===== src/design/dcache_defs.svh =====
`ifndef DCACHE_DEFS_SVH
`define DCACHE_DEFS_SVH

// Base geometry
`define DC_ADDR_W      32
`define DC_WORD_W      32
`define DC_LINE_WORDS  4
`define DC_WAYS        2
`define DC_SETS        16

// Derived widths
`define DC_BYTE_OFF_W  ($clog2(`DC_WORD_W / 8))
`define DC_WORD_OFF_W  ($clog2(`DC_LINE_WORDS))
`define DC_INDEX_W     ($clog2(`DC_SETS))
`define DC_TAG_W       (`DC_ADDR_W - `DC_INDEX_W - `DC_WORD_OFF_W - `DC_BYTE_OFF_W)
`define DC_WAY_W       ($clog2(`DC_WAYS))
`define DC_LINE_W      (`DC_LINE_WORDS * `DC_WORD_W)

`endif


===== src/design/dcache_pkg.sv =====
`include "dcache_defs.svh"

package dcache_pkg;

    typedef logic [`DC_ADDR_W-1:0]       addr_t;
    typedef logic [`DC_WORD_W-1:0]       word_t;
    typedef logic [`DC_WORD_W/8-1:0]     be_t;
    typedef logic [`DC_TAG_W-1:0]        tag_t;
    typedef logic [`DC_INDEX_W-1:0]      index_t;
    typedef logic [`DC_WORD_OFF_W-1:0]   offset_t;
    typedef logic [`DC_LINE_W-1:0]       line_t;
    typedef logic [`DC_WAYS-1:0]         way_mask_t;
    typedef logic [`DC_WAY_W-1:0]        way_id_t;

    // Request sequencing in the controller
    typedef enum logic [2:0] {
        SWEEP,
        IDLE,
        LOOKUP,
        EVICT,
        REFILL,
        FILL
    } ctrl_state_t;

    // Memory port engine
    typedef enum logic [2:0] {
        B_IDLE,
        B_ADDR_R,
        B_DATA_R,
        B_ADDR_W,
        B_DATA_W,
        B_RESP
    } burst_state_t;

endpackage


===== src/design/way_bus_if.sv =====
`include "dcache_defs.svh"

interface way_bus_if;
    import dcache_pkg::*;

    // Lookup request, results appear the cycle after rd_en
    index_t    rd_index;
    tag_t      rd_tag;
    logic      rd_en;

    // Fill and update port, one mask bit per way
    way_mask_t wr_mask;
    index_t    wr_index;
    tag_t      wr_tag;
    logic      wr_dirty;
    logic      wr_valid;
    line_t     wr_line;

    // Per-way read results
    logic      hit   [`DC_WAYS];
    logic      valid [`DC_WAYS];
    logic      dirty [`DC_WAYS];
    tag_t      tag   [`DC_WAYS];
    line_t     line  [`DC_WAYS];

    // Selector results
    logic      any_hit;
    line_t     hit_line;
    way_id_t   hit_way;
    way_id_t   victim_way;
    logic      victim_dirty;
    tag_t      victim_tag;
    line_t     victim_line;
    logic      victim_next;

    modport ctrl (
        output rd_index, rd_tag, rd_en,
        output wr_mask, wr_index, wr_tag, wr_dirty, wr_valid, wr_line,
        output victim_next,
        input  any_hit, hit_line, hit_way,
        input  victim_way, victim_dirty, victim_tag, victim_line
    );

    modport way (
        input  rd_index, rd_tag, rd_en,
        input  wr_mask, wr_index, wr_tag, wr_dirty, wr_valid, wr_line,
        output hit, valid, dirty, tag, line
    );

    modport select (
        input  hit, valid, dirty, tag, line, victim_next,
        output any_hit, hit_line, hit_way,
        output victim_way, victim_dirty, victim_tag, victim_line
    );

endinterface


===== src/design/burst_if.sv =====
interface burst_if;
    import dcache_pkg::*;

    // One start pulse per transfer, never before the previous done
    logic  start_read;
    logic  start_write;
    addr_t addr;
    line_t wline;

    // rline is complete on the done of a read
    line_t rline;
    logic  done;

    modport ctrl (
        output start_read,
        output start_write,
        output addr,
        output wline,
        input  rline,
        input  done
    );

    modport engine (
        input  start_read,
        input  start_write,
        input  addr,
        input  wline,
        output rline,
        output done
    );

endinterface


===== src/design/cache_way.sv =====
`include "dcache_defs.svh"

module cache_way #(
    parameter int WAY_ID = 0
) (
    input  logic    clk,
    input  logic    rst,
    way_bus_if.way  bus
);
    import dcache_pkg::*;

    tag_t  tag_mem   [`DC_SETS];
    logic  valid_mem [`DC_SETS];
    logic  dirty_mem [`DC_SETS];
    line_t line_mem  [`DC_SETS];

    tag_t  tag_q;
    logic  valid_q;
    logic  dirty_q;
    line_t line_q;

    // Update port, also used by the reset sweep
    always_ff @(posedge clk) begin
        if (bus.wr_mask[WAY_ID]) begin
            tag_mem[bus.wr_index]   <= bus.wr_tag;
            valid_mem[bus.wr_index] <= bus.wr_valid;
            dirty_mem[bus.wr_index] <= bus.wr_dirty;
            line_mem[bus.wr_index]  <= bus.wr_line;
        end
    end

    // Registered read port
    always_ff @(posedge clk) begin
        if (bus.rd_en) begin
            tag_q   <= tag_mem[bus.rd_index];
            dirty_q <= dirty_mem[bus.rd_index];
            line_q  <= line_mem[bus.rd_index];
        end
    end

    always_ff @(posedge clk) begin
        if (rst) begin
            valid_q <= 1'b0;
        end else if (bus.rd_en) begin
            valid_q <= valid_mem[bus.rd_index];
        end
    end

    assign bus.hit[WAY_ID]   = valid_q && (tag_q == bus.rd_tag);
    assign bus.valid[WAY_ID] = valid_q;
    assign bus.dirty[WAY_ID] = dirty_q;
    assign bus.tag[WAY_ID]   = tag_q;
    assign bus.line[WAY_ID]  = line_q;

endmodule


===== src/design/way_select.sv =====
`include "dcache_defs.svh"

module way_select (
    input  logic       clk,
    input  logic       rst,
    way_bus_if.select  bus
);
    import dcache_pkg::*;

    logic [7:0] lfsr;
    way_id_t    vway;

    // Stepped once per miss, taps at 8, 6, 5, 4
    always_ff @(posedge clk) begin
        if (rst) begin
            lfsr <= 8'hff;
        end else if (bus.victim_next) begin
            lfsr <= {lfsr[6:0], lfsr[7] ^ lfsr[5] ^ lfsr[4] ^ lfsr[3]};
        end
    end

    assign vway = lfsr[`DC_WAY_W-1:0];

    // At most one way hits, so OR is enough for the line
    always_comb begin
        bus.any_hit  = 1'b0;
        bus.hit_line = '0;
        bus.hit_way  = '0;
        for (int i = 0; i < `DC_WAYS; i++) begin
            if (bus.hit[i]) begin
                bus.any_hit  = 1'b1;
                bus.hit_line = bus.hit_line | bus.line[i];
                bus.hit_way  = way_id_t'(i);
            end
        end
    end

    // Victim readout, an invalid way never needs write-back
    assign bus.victim_way   = vway;
    assign bus.victim_dirty = bus.valid[vway] && bus.dirty[vway];
    assign bus.victim_tag   = bus.tag[vway];
    assign bus.victim_line  = bus.line[vway];

endmodule


===== src/design/mem_burst.sv =====
`include "dcache_defs.svh"

module mem_burst (
    input  logic               clk,
    input  logic               rst,
    burst_if.engine            bus,
    output dcache_pkg::addr_t  mem_araddr,
    output logic               mem_arvalid,
    input  logic               mem_arready,
    input  dcache_pkg::word_t  mem_rdata,
    input  logic               mem_rvalid,
    input  logic               mem_rlast,
    output logic               mem_rready,
    output dcache_pkg::addr_t  mem_awaddr,
    output logic               mem_awvalid,
    input  logic               mem_awready,
    output dcache_pkg::word_t  mem_wdata,
    output logic               mem_wvalid,
    output logic               mem_wlast,
    input  logic               mem_wready,
    input  logic               mem_bvalid
);
    import dcache_pkg::*;

    localparam offset_t LAST_BEAT = offset_t'(`DC_LINE_WORDS - 1);

    burst_state_t state;
    offset_t      beat;
    addr_t        addr_q;

    always_ff @(posedge clk) begin
        if (rst) begin
            state    <= B_IDLE;
            beat     <= '0;
            bus.done <= 1'b0;
        end else begin
            bus.done <= 1'b0;
            case (state)
                B_IDLE: begin
                    beat <= '0;
                    if (bus.start_read) begin
                        state <= B_ADDR_R;
                    end else if (bus.start_write) begin
                        state <= B_ADDR_W;
                    end
                end
                B_ADDR_R: if (mem_arready) state <= B_DATA_R;
                B_DATA_R: begin
                    if (mem_rvalid) begin
                        beat <= beat + 1'b1;
                        // Close on rlast or the final counted beat
                        if (beat == LAST_BEAT || mem_rlast) begin
                            state    <= B_IDLE;
                            bus.done <= 1'b1;
                        end
                    end
                end
                B_ADDR_W: if (mem_awready) state <= B_DATA_W;
                B_DATA_W: begin
                    if (mem_wready) begin
                        beat <= beat + 1'b1;
                        if (beat == LAST_BEAT) begin
                            state <= B_RESP;
                        end
                    end
                end
                B_RESP: begin
                    if (mem_bvalid) begin
                        state    <= B_IDLE;
                        bus.done <= 1'b1;
                    end
                end
                default: state <= B_IDLE;
            endcase
        end
    end

    // Address latch and read line assembly
    always_ff @(posedge clk) begin
        if (state == B_IDLE && (bus.start_read || bus.start_write)) begin
            addr_q <= bus.addr;
        end
        if (state == B_DATA_R && mem_rvalid) begin
            bus.rline[beat*`DC_WORD_W +: `DC_WORD_W] <= mem_rdata;
        end
    end

    assign mem_arvalid = (state == B_ADDR_R);
    assign mem_araddr  = addr_q;
    assign mem_rready  = (state == B_DATA_R);
    assign mem_awvalid = (state == B_ADDR_W);
    assign mem_awaddr  = addr_q;
    assign mem_wvalid  = (state == B_DATA_W);
    assign mem_wdata   = bus.wline[beat*`DC_WORD_W +: `DC_WORD_W];
    assign mem_wlast   = (state == B_DATA_W) && (beat == LAST_BEAT);

endmodule


===== src/design/dcache_ctrl.sv =====
`include "dcache_defs.svh"

module dcache_ctrl (
    input  logic               clk,
    input  logic               rst,
    input  logic               cpu_req,
    input  logic               cpu_write,
    input  dcache_pkg::addr_t  cpu_addr,
    input  dcache_pkg::word_t  cpu_wdata,
    input  dcache_pkg::be_t    cpu_be,
    output logic               cpu_stall,
    output dcache_pkg::word_t  cpu_rdata,
    output logic               cpu_rvalid,
    way_bus_if.ctrl            wbus,
    burst_if.ctrl              bbus
);
    import dcache_pkg::*;

    localparam int LINE_OFF_W = `DC_WORD_OFF_W + `DC_BYTE_OFF_W;

    function automatic word_t line_word(line_t l, offset_t off);
        return l[off*`DC_WORD_W +: `DC_WORD_W];
    endfunction

    // Byte-enable merge of one word into a line
    function automatic line_t line_merge(line_t l, offset_t off, word_t w, be_t be);
        line_t res;
        word_t old_w;
        res = l;
        old_w = line_word(l, off);
        for (int b = 0; b < `DC_WORD_W / 8; b++) begin
            if (be[b]) begin
                old_w[8*b +: 8] = w[8*b +: 8];
            end
        end
        res[off*`DC_WORD_W +: `DC_WORD_W] = old_w;
        return res;
    endfunction

    ctrl_state_t state;
    index_t      sweep_idx;
    logic        looked;
    logic        start_rd_q;
    logic        start_wr_q;

    // Captured request
    addr_t   req_addr;
    logic    req_write;
    word_t   req_wdata;
    be_t     req_be;
    tag_t    req_tag;
    index_t  req_index;
    offset_t req_off;

    // Victim, then refill data
    way_id_t vict_way_q;
    tag_t    vict_tag_q;
    line_t   line_q;

    logic    decide;

    assign req_off   = req_addr[`DC_BYTE_OFF_W +: `DC_WORD_OFF_W];
    assign req_index = req_addr[LINE_OFF_W +: `DC_INDEX_W];
    assign req_tag   = req_addr[`DC_ADDR_W-1 -: `DC_TAG_W];

    assign cpu_stall = (state != IDLE);

    // Way outputs are valid on the second LOOKUP cycle
    assign decide = (state == LOOKUP) && looked;

    always_ff @(posedge clk) begin
        if (rst) begin
            state      <= SWEEP;
            sweep_idx  <= '0;
            looked     <= 1'b0;
            start_rd_q <= 1'b0;
            start_wr_q <= 1'b0;
            cpu_rvalid <= 1'b0;
        end else begin
            start_rd_q <= 1'b0;
            start_wr_q <= 1'b0;
            cpu_rvalid <= 1'b0;
            case (state)
                SWEEP: begin
                    sweep_idx <= sweep_idx + 1'b1;
                    if (sweep_idx == index_t'(`DC_SETS - 1)) begin
                        state <= IDLE;
                    end
                end
                IDLE: begin
                    looked <= 1'b0;
                    if (cpu_req) begin
                        state <= LOOKUP;
                    end
                end
                LOOKUP: begin
                    looked <= 1'b1;
                    if (looked) begin
                        if (wbus.any_hit) begin
                            state      <= IDLE;
                            cpu_rvalid <= !req_write;
                        end else if (wbus.victim_dirty) begin
                            state      <= EVICT;
                            start_wr_q <= 1'b1;
                        end else begin
                            state      <= REFILL;
                            start_rd_q <= 1'b1;
                        end
                    end
                end
                EVICT: begin
                    if (bbus.done) begin
                        state      <= REFILL;
                        start_rd_q <= 1'b1;
                    end
                end
                REFILL: begin
                    if (bbus.done) begin
                        state <= FILL;
                    end
                end
                FILL: begin
                    state      <= IDLE;
                    cpu_rvalid <= !req_write;
                end
                default: state <= IDLE;
            endcase
        end
    end

    always_ff @(posedge clk) begin
        if (state == IDLE && cpu_req) begin
            req_addr  <= cpu_addr;
            req_write <= cpu_write;
            req_wdata <= cpu_wdata;
            req_be    <= cpu_be;
        end
        if (decide) begin
            cpu_rdata  <= line_word(wbus.hit_line, req_off);
            vict_way_q <= wbus.victim_way;
            vict_tag_q <= wbus.victim_tag;
            line_q     <= wbus.victim_line;
        end
        if (state == REFILL && bbus.done) begin
            line_q <= bbus.rline;
        end
        if (state == FILL) begin
            cpu_rdata <= line_word(line_q, req_off);
        end
    end

    // Lookup port
    assign wbus.rd_en       = (state == LOOKUP) && !looked;
    assign wbus.rd_index    = req_index;
    assign wbus.rd_tag      = req_tag;
    assign wbus.victim_next = decide && !wbus.any_hit;

    // Sweep, write hit and refill all share the fill port
    always_comb begin
        wbus.wr_mask  = '0;
        wbus.wr_index = req_index;
        wbus.wr_tag   = req_tag;
        wbus.wr_valid = 1'b1;
        wbus.wr_dirty = req_write;
        wbus.wr_line  = line_merge(line_q, req_off, req_wdata, req_write ? req_be : '0);
        case (state)
            SWEEP: begin
                wbus.wr_mask  = '1;
                wbus.wr_index = sweep_idx;
                wbus.wr_valid = 1'b0;
                wbus.wr_dirty = 1'b0;
            end
            LOOKUP: begin
                if (decide && wbus.any_hit && req_write) begin
                    wbus.wr_mask = way_mask_t'(1) << wbus.hit_way;
                    wbus.wr_line = line_merge(wbus.hit_line, req_off, req_wdata, req_be);
                end
            end
            FILL: begin
                wbus.wr_mask = way_mask_t'(1) << vict_way_q;
            end
            default: begin
                wbus.wr_mask = '0;
            end
        endcase
    end

    // Victim line goes out in EVICT, the missing line comes in during REFILL
    assign bbus.start_read  = start_rd_q;
    assign bbus.start_write = start_wr_q;
    assign bbus.wline       = line_q;
    assign bbus.addr = (state == EVICT) ? {vict_tag_q, req_index, {LINE_OFF_W{1'b0}}}
                                        : {req_tag, req_index, {LINE_OFF_W{1'b0}}};

endmodule


===== src/design/dcache_top.sv =====
`include "dcache_defs.svh"

module dcache_top (
    input  logic               clk,
    input  logic               rst,

    // CPU side
    input  logic               cpu_req,
    input  logic               cpu_write,
    input  dcache_pkg::addr_t  cpu_addr,
    input  dcache_pkg::word_t  cpu_wdata,
    input  dcache_pkg::be_t    cpu_be,
    output logic               cpu_stall,
    output dcache_pkg::word_t  cpu_rdata,
    output logic               cpu_rvalid,

    // Memory side
    output dcache_pkg::addr_t  mem_araddr,
    output logic               mem_arvalid,
    input  logic               mem_arready,
    input  dcache_pkg::word_t  mem_rdata,
    input  logic               mem_rvalid,
    input  logic               mem_rlast,
    output logic               mem_rready,
    output dcache_pkg::addr_t  mem_awaddr,
    output logic               mem_awvalid,
    input  logic               mem_awready,
    output dcache_pkg::word_t  mem_wdata,
    output logic               mem_wvalid,
    output logic               mem_wlast,
    input  logic               mem_wready,
    input  logic               mem_bvalid
);

    way_bus_if wbus ();
    burst_if   bbus ();

    dcache_ctrl u_ctrl (
        .clk,
        .rst,
        .cpu_req,
        .cpu_write,
        .cpu_addr,
        .cpu_wdata,
        .cpu_be,
        .cpu_stall,
        .cpu_rdata,
        .cpu_rvalid,
        .wbus (wbus.ctrl),
        .bbus (bbus.ctrl)
    );

    for (genvar i = 0; i < `DC_WAYS; i++) begin : gen_way
        cache_way #(
            .WAY_ID (i)
        ) u_way (
            .clk,
            .rst,
            .bus (wbus.way)
        );
    end

    way_select u_sel (
        .clk,
        .rst,
        .bus (wbus.select)
    );

    mem_burst u_burst (
        .clk,
        .rst,
        .bus (bbus.engine),
        .mem_araddr,
        .mem_arvalid,
        .mem_arready,
        .mem_rdata,
        .mem_rvalid,
        .mem_rlast,
        .mem_rready,
        .mem_awaddr,
        .mem_awvalid,
        .mem_awready,
        .mem_wdata,
        .mem_wvalid,
        .mem_wlast,
        .mem_wready,
        .mem_bvalid
    );

endmodule


===== config.mk =====
export PLATFORM = sky130hd
export DESIGN_NAME = dcache_top
export DESIGN_NICKNAME = d
export VERILOG_FILES = /design/src/design/dcache_pkg.sv /design/src/design/way_bus_if.sv /design/src/design/burst_if.sv /design/src/design/cache_way.sv /design/src/design/way_select.sv /design/src/design/mem_burst.sv /design/src/design/dcache_ctrl.sv /design/src/design/dcache_top.sv
export VERILOG_INCLUDE_DIRS = /design/src /design/src/design
export SDC_FILE = /design/constraint.sdc
export NUM_CORES = 2
export LEC_CHECK = 0
export BUFFER_PORTS_ARGS = -buffer_cell sky130_fd_sc_hd__buf_2
export CAP_MARGIN = 20
export CORE_ASPECT_RATIO = 1.1
export CORE_MARGIN = 5
export CORE_UTILIZATION = 36
export CTS_BUF_LIST = sky130_fd_sc_hd__clkbuf_8
export DETAILED_ROUTE_END_ITERATION = 10
export GPL_TIMING_DRIVEN = 1
export SETUP_SLACK_MARGIN = 0.02
export SLEW_MARGIN = 20
export SYNTH_ARGS = -nofsm -noshare
export SYNTH_HDL_FRONTEND = slang
export SYNTH_MEMORY_MAX_BITS = 65536
export SYNTH_SLANG_ARGS = --single-unit

===== constraint.sdc =====
create_clock -name clk -period 28.5 [get_ports clk]
set_input_delay 1.425 -clock clk [delete_from_list [all_inputs] [get_ports clk]]
set_output_delay 1.425 -clock clk [all_outputs]
set_load 0.02 [all_outputs]

==> out/metrics.cfg <==
[floorplanning]
core_region_area_um2 = 615000
die_w_um = 759
ioPinCount = 245
die-area_um2 = 633000
die_y_um = 834
initial_utilization = 0.361
rows = 302

[synthesis]
syn_area_um2 = 222000
synth_top_cell_by_area = edfxtp_1
synth-seq-cells = 5669
ys_seq_area_frac = 0.764
synth_area_leaders = edfxtp_1 (76%), mux4_2 (16%), clkbuf_1 (0.82%)
syn-instance-count = 10100
synth_edf_count = 5642
synth.distinct_cells = 49
avgSynthCellArea_um2 = 22.0
synth_ff_type = edfxtp_1
yosys_warnings = 0
async_flop_share = 0
netlist.area_leader.share = 0.762

[clock_tree]
cts_sinks = 5669
cts_resized = 0
ctsLongestPathBuffers = 4
holdBufCountCts = 0
cts_tree = done
clkLatencyLatePin_ps = 1360
cts_made_buffers = 840
htree_num_levels = 6
clkTransAtPathRegs_ps = 60
postCtsSetupRepairBufs = 0
root_buffer = clkbuf_8

[critical_path]
critical_path.max_stage_delay_ps = 900
worstSetupPathType = flop to flop
cp_num_cells = 11
critPathLaunch = u_ctrl.state[1]
path_cells = nand2b_1 > nor2_1 > nand2_1 > inv_2 > nand2_4 > o21ai_1 > nand2_1 > nor2_4 > buf_4 > buf_4 > buf_4
crit_path_start_kind = flop
crit_top_cell = buf_4
reg2reg_depth = 11
timing.rr.end = gen_way[1].u_way.line_mem[8][20]
critPathArrivalTime_ps = 8640
crit_slowest_cell = nor2_4
worstPathMaxFanout = 66
required_ps = 29400
crit_buf_inv = 4
r2r_start = u_ctrl.state[1]
critical-path-top-delay-family = buffers and inverters
endpoint = gen_way[1].u_way.line_mem[8][20]
regToRegSetupSlack_ps = 20760
end_kind = flop

[cells_and_area]
final_common_cell = edfxtp_1
final_area_um2 = 253000
multi_input_area_um2 = 51200
nets = 11000
area_growth_pct = 13.6
drive_above_1_share = 0.305
layout_common_cells = edfxtp_1 (5,642), mux4_2 (1,561), clkbuf_8 (857)
fillers = 53400
ff_latch_area_um2 = 170000

[sta]
min_period_over_period = 0.271
finalCriticalPeriod_ps = 7740
finalHoldViolations = 0
rsz0062_at_grt = false
tns_ps = 0
slew_headroom = 0.172
finalSetupViolCount = 0
drv_slew = 0
tightest_slew_ps = 1240
whs_ps = 263
fmax_ghz = 0.129
fin_worst_skew_ps = 130

[place]
place_area_um2 = 235000
gp_congestion = 0.818
dp_hpwl_um = 343000
port_buffers = 234

[grt]
grt_start_max_net_pins = 164
grt_antenna_before_repair = 72
gr-total-overflow = 0
grt_pass1_wl_um = 905000
track_usage = 0.200
grt_pass1_vias = 116000

[route]
dr.pass1.iters = 8
drt_wl_total_um = 652000
ant_nets = 0
wl_per_cell_um = 32.9
vias = 115000
drc = 0
viasPerCell = 5.81
initialDrtViolationCount = 15500

[run]
cap_violations = 0

[power]
leakage_nw = 79.4
ir_drop_v = 0.000103
power_density_nw_per_um2 = 74.5

[status]
status = complete, no violations

[worst_hold_path]
min_path_cells = 1
hp-class = input port to flop

## metrics by stage
stage	power (mW)	worst slack [ps]	util	cells
floorplan	11.7	5380	-	10100
global placement	12.5	21020	0.382	18200
detailed placement	12.6	20990	0.383	18200
CTS	18.9	20930	0.409	19800
global route	19.4	20690	0.410	19800
finish	18.8	20760	0.411	19800
## worst register-to-register path: stages, from the launching register on
cell and delay (ps):
dfxtp_1 530, nand2b_1 230, nor2_1 220, nand2_1 170, inv_2 810, nand2_4 760
o21ai_1 580, nand2_1 330, nor2_4 900, buf_4 830, buf_4 860, buf_4 940
## cells by family (layout without fill, tap and decap cells)
| kind of cell | count (synthesis) | in the layout | share of synthesized area |
|---|---|---|---|
| xor+xnor | 55 | 55 | 0.00217 |
| mux | 1818 | 1818 | 0.170 |
| fa+ha+maj | 12 | 12 | 0.000675 |
| compound gates | 768 | 768 | 0.0237 |
| simple gates | 949 | 949 | 0.0234 |
| flops | 5669 | 5669 | 0.764 |
| buf+inv | 851 | 2278 | 0.0154 |
| other cells | 1 | 65 | 0.0000169 |
## final cells by class
class / instances / area share
Sequential cell: 5669 / 0.673
Multi-Input combinational cell: 3610 / 0.203
Clock buffer: 857 / 0.0467
Tap cell: 8208 / 0.0407
Timing Repair Buffer: 587 / 0.0174
Clock inverter: 686 / 0.0169
Inverter: 148 / 0.00224
Antenna cell: 57 / 0.000565
## worst min-delay path by stage
stage | start | end | slack [ps]
5_1_grt | cpu_wdata[2] | u_ctrl.req_wdata[2] | 150
2_1_floorplan | u_ctrl.req_addr[4] | u_burst.mem_araddr[4] | 420
3_5_place_dp | u_sel.lfsr[1] | u_sel.lfsr[1] | 460
3_3_place_gp | u_sel.lfsr[1] | u_sel.lfsr[1] | 480
4_1_cts | cpu_wdata[2] | u_ctrl.req_wdata[2] | 110
6_report | cpu_addr[26] | u_ctrl.req_addr[26] | 260
## report_power, final
group / internal, mW / switching, mW / leakage [nW]
Clock: 3.21 / 3.19 / 9.11
Combinational: 0.638 / 1.48 / 18.4
Sequential: 10.1 / 0.195 / 51.9
Total: 13.9 / 4.87 / 79.4
## metal layers
metal / share of wire / track usage
met1: 0.38 / 0.266
met2: 0.47 / 0.322
met5: 0.00047 / 0.00368
met3: 0.10 / 0.0466
met4: 0.042 / 0.0766
## flip-flops by register name, summed over array words and instances (netlist names), 2 cells and up
register	cells
gen_way.u_way.line_mem	4096
gen_way.u_way.tag_mem	768
gen_way.u_way.line_q	256
u_burst.bus.rline	128
u_ctrl.bbus.wline	128
gen_way.u_way.tag_q	48
gen_way.u_way.dirty_mem	32
gen_way.u_way.valid_mem	32
u_ctrl.cpu_rdata	32
u_ctrl.req_wdata	32
u_ctrl.req_addr	30
u_burst.mem_araddr	28
u_ctrl.vict_tag_q	24
u_sel.lfsr	8
u_ctrl.req_be	4
u_ctrl.sweep_idx	4
u_burst.state	3
u_ctrl.state	3
gen_way.u_way.dirty_q	2
gen_way.u_way.valid_q	2
u_burst.beat	2
## synth_stat cells (2+ instances only)
library cell / n
nand3_1: 9
and3_1: 7
mux2_2: 81
xor2_1: 4
a32oi_1: 129
buf_2: 69
a31oi_1: 135
and2_1: 259
a22oi_1: 65
nor3_1: 14
nor2_1: 91
or3_1: 18
a211oi_1: 44
buf_4: 38
o211ai_1: 3
o221ai_1: 128
clkbuf_1: 483
ha_1: 12
inv_1: 146
inv_2: 2
a21oi_1: 88
nor2b_1: 44
nor4_1: 256
xnor2_1: 51
nand4_1: 13
dfxtp_1: 27
nand3b_1: 14
nand2b_1: 2
o21ai_1: 5
mux2i_1: 176
o21ai_0: 165
mux4_2: 1561
edfxtp_1: 5642
buf_1: 113
nor3b_1: 5
nand2_1: 211
Power figures use the tool's default switching activity.
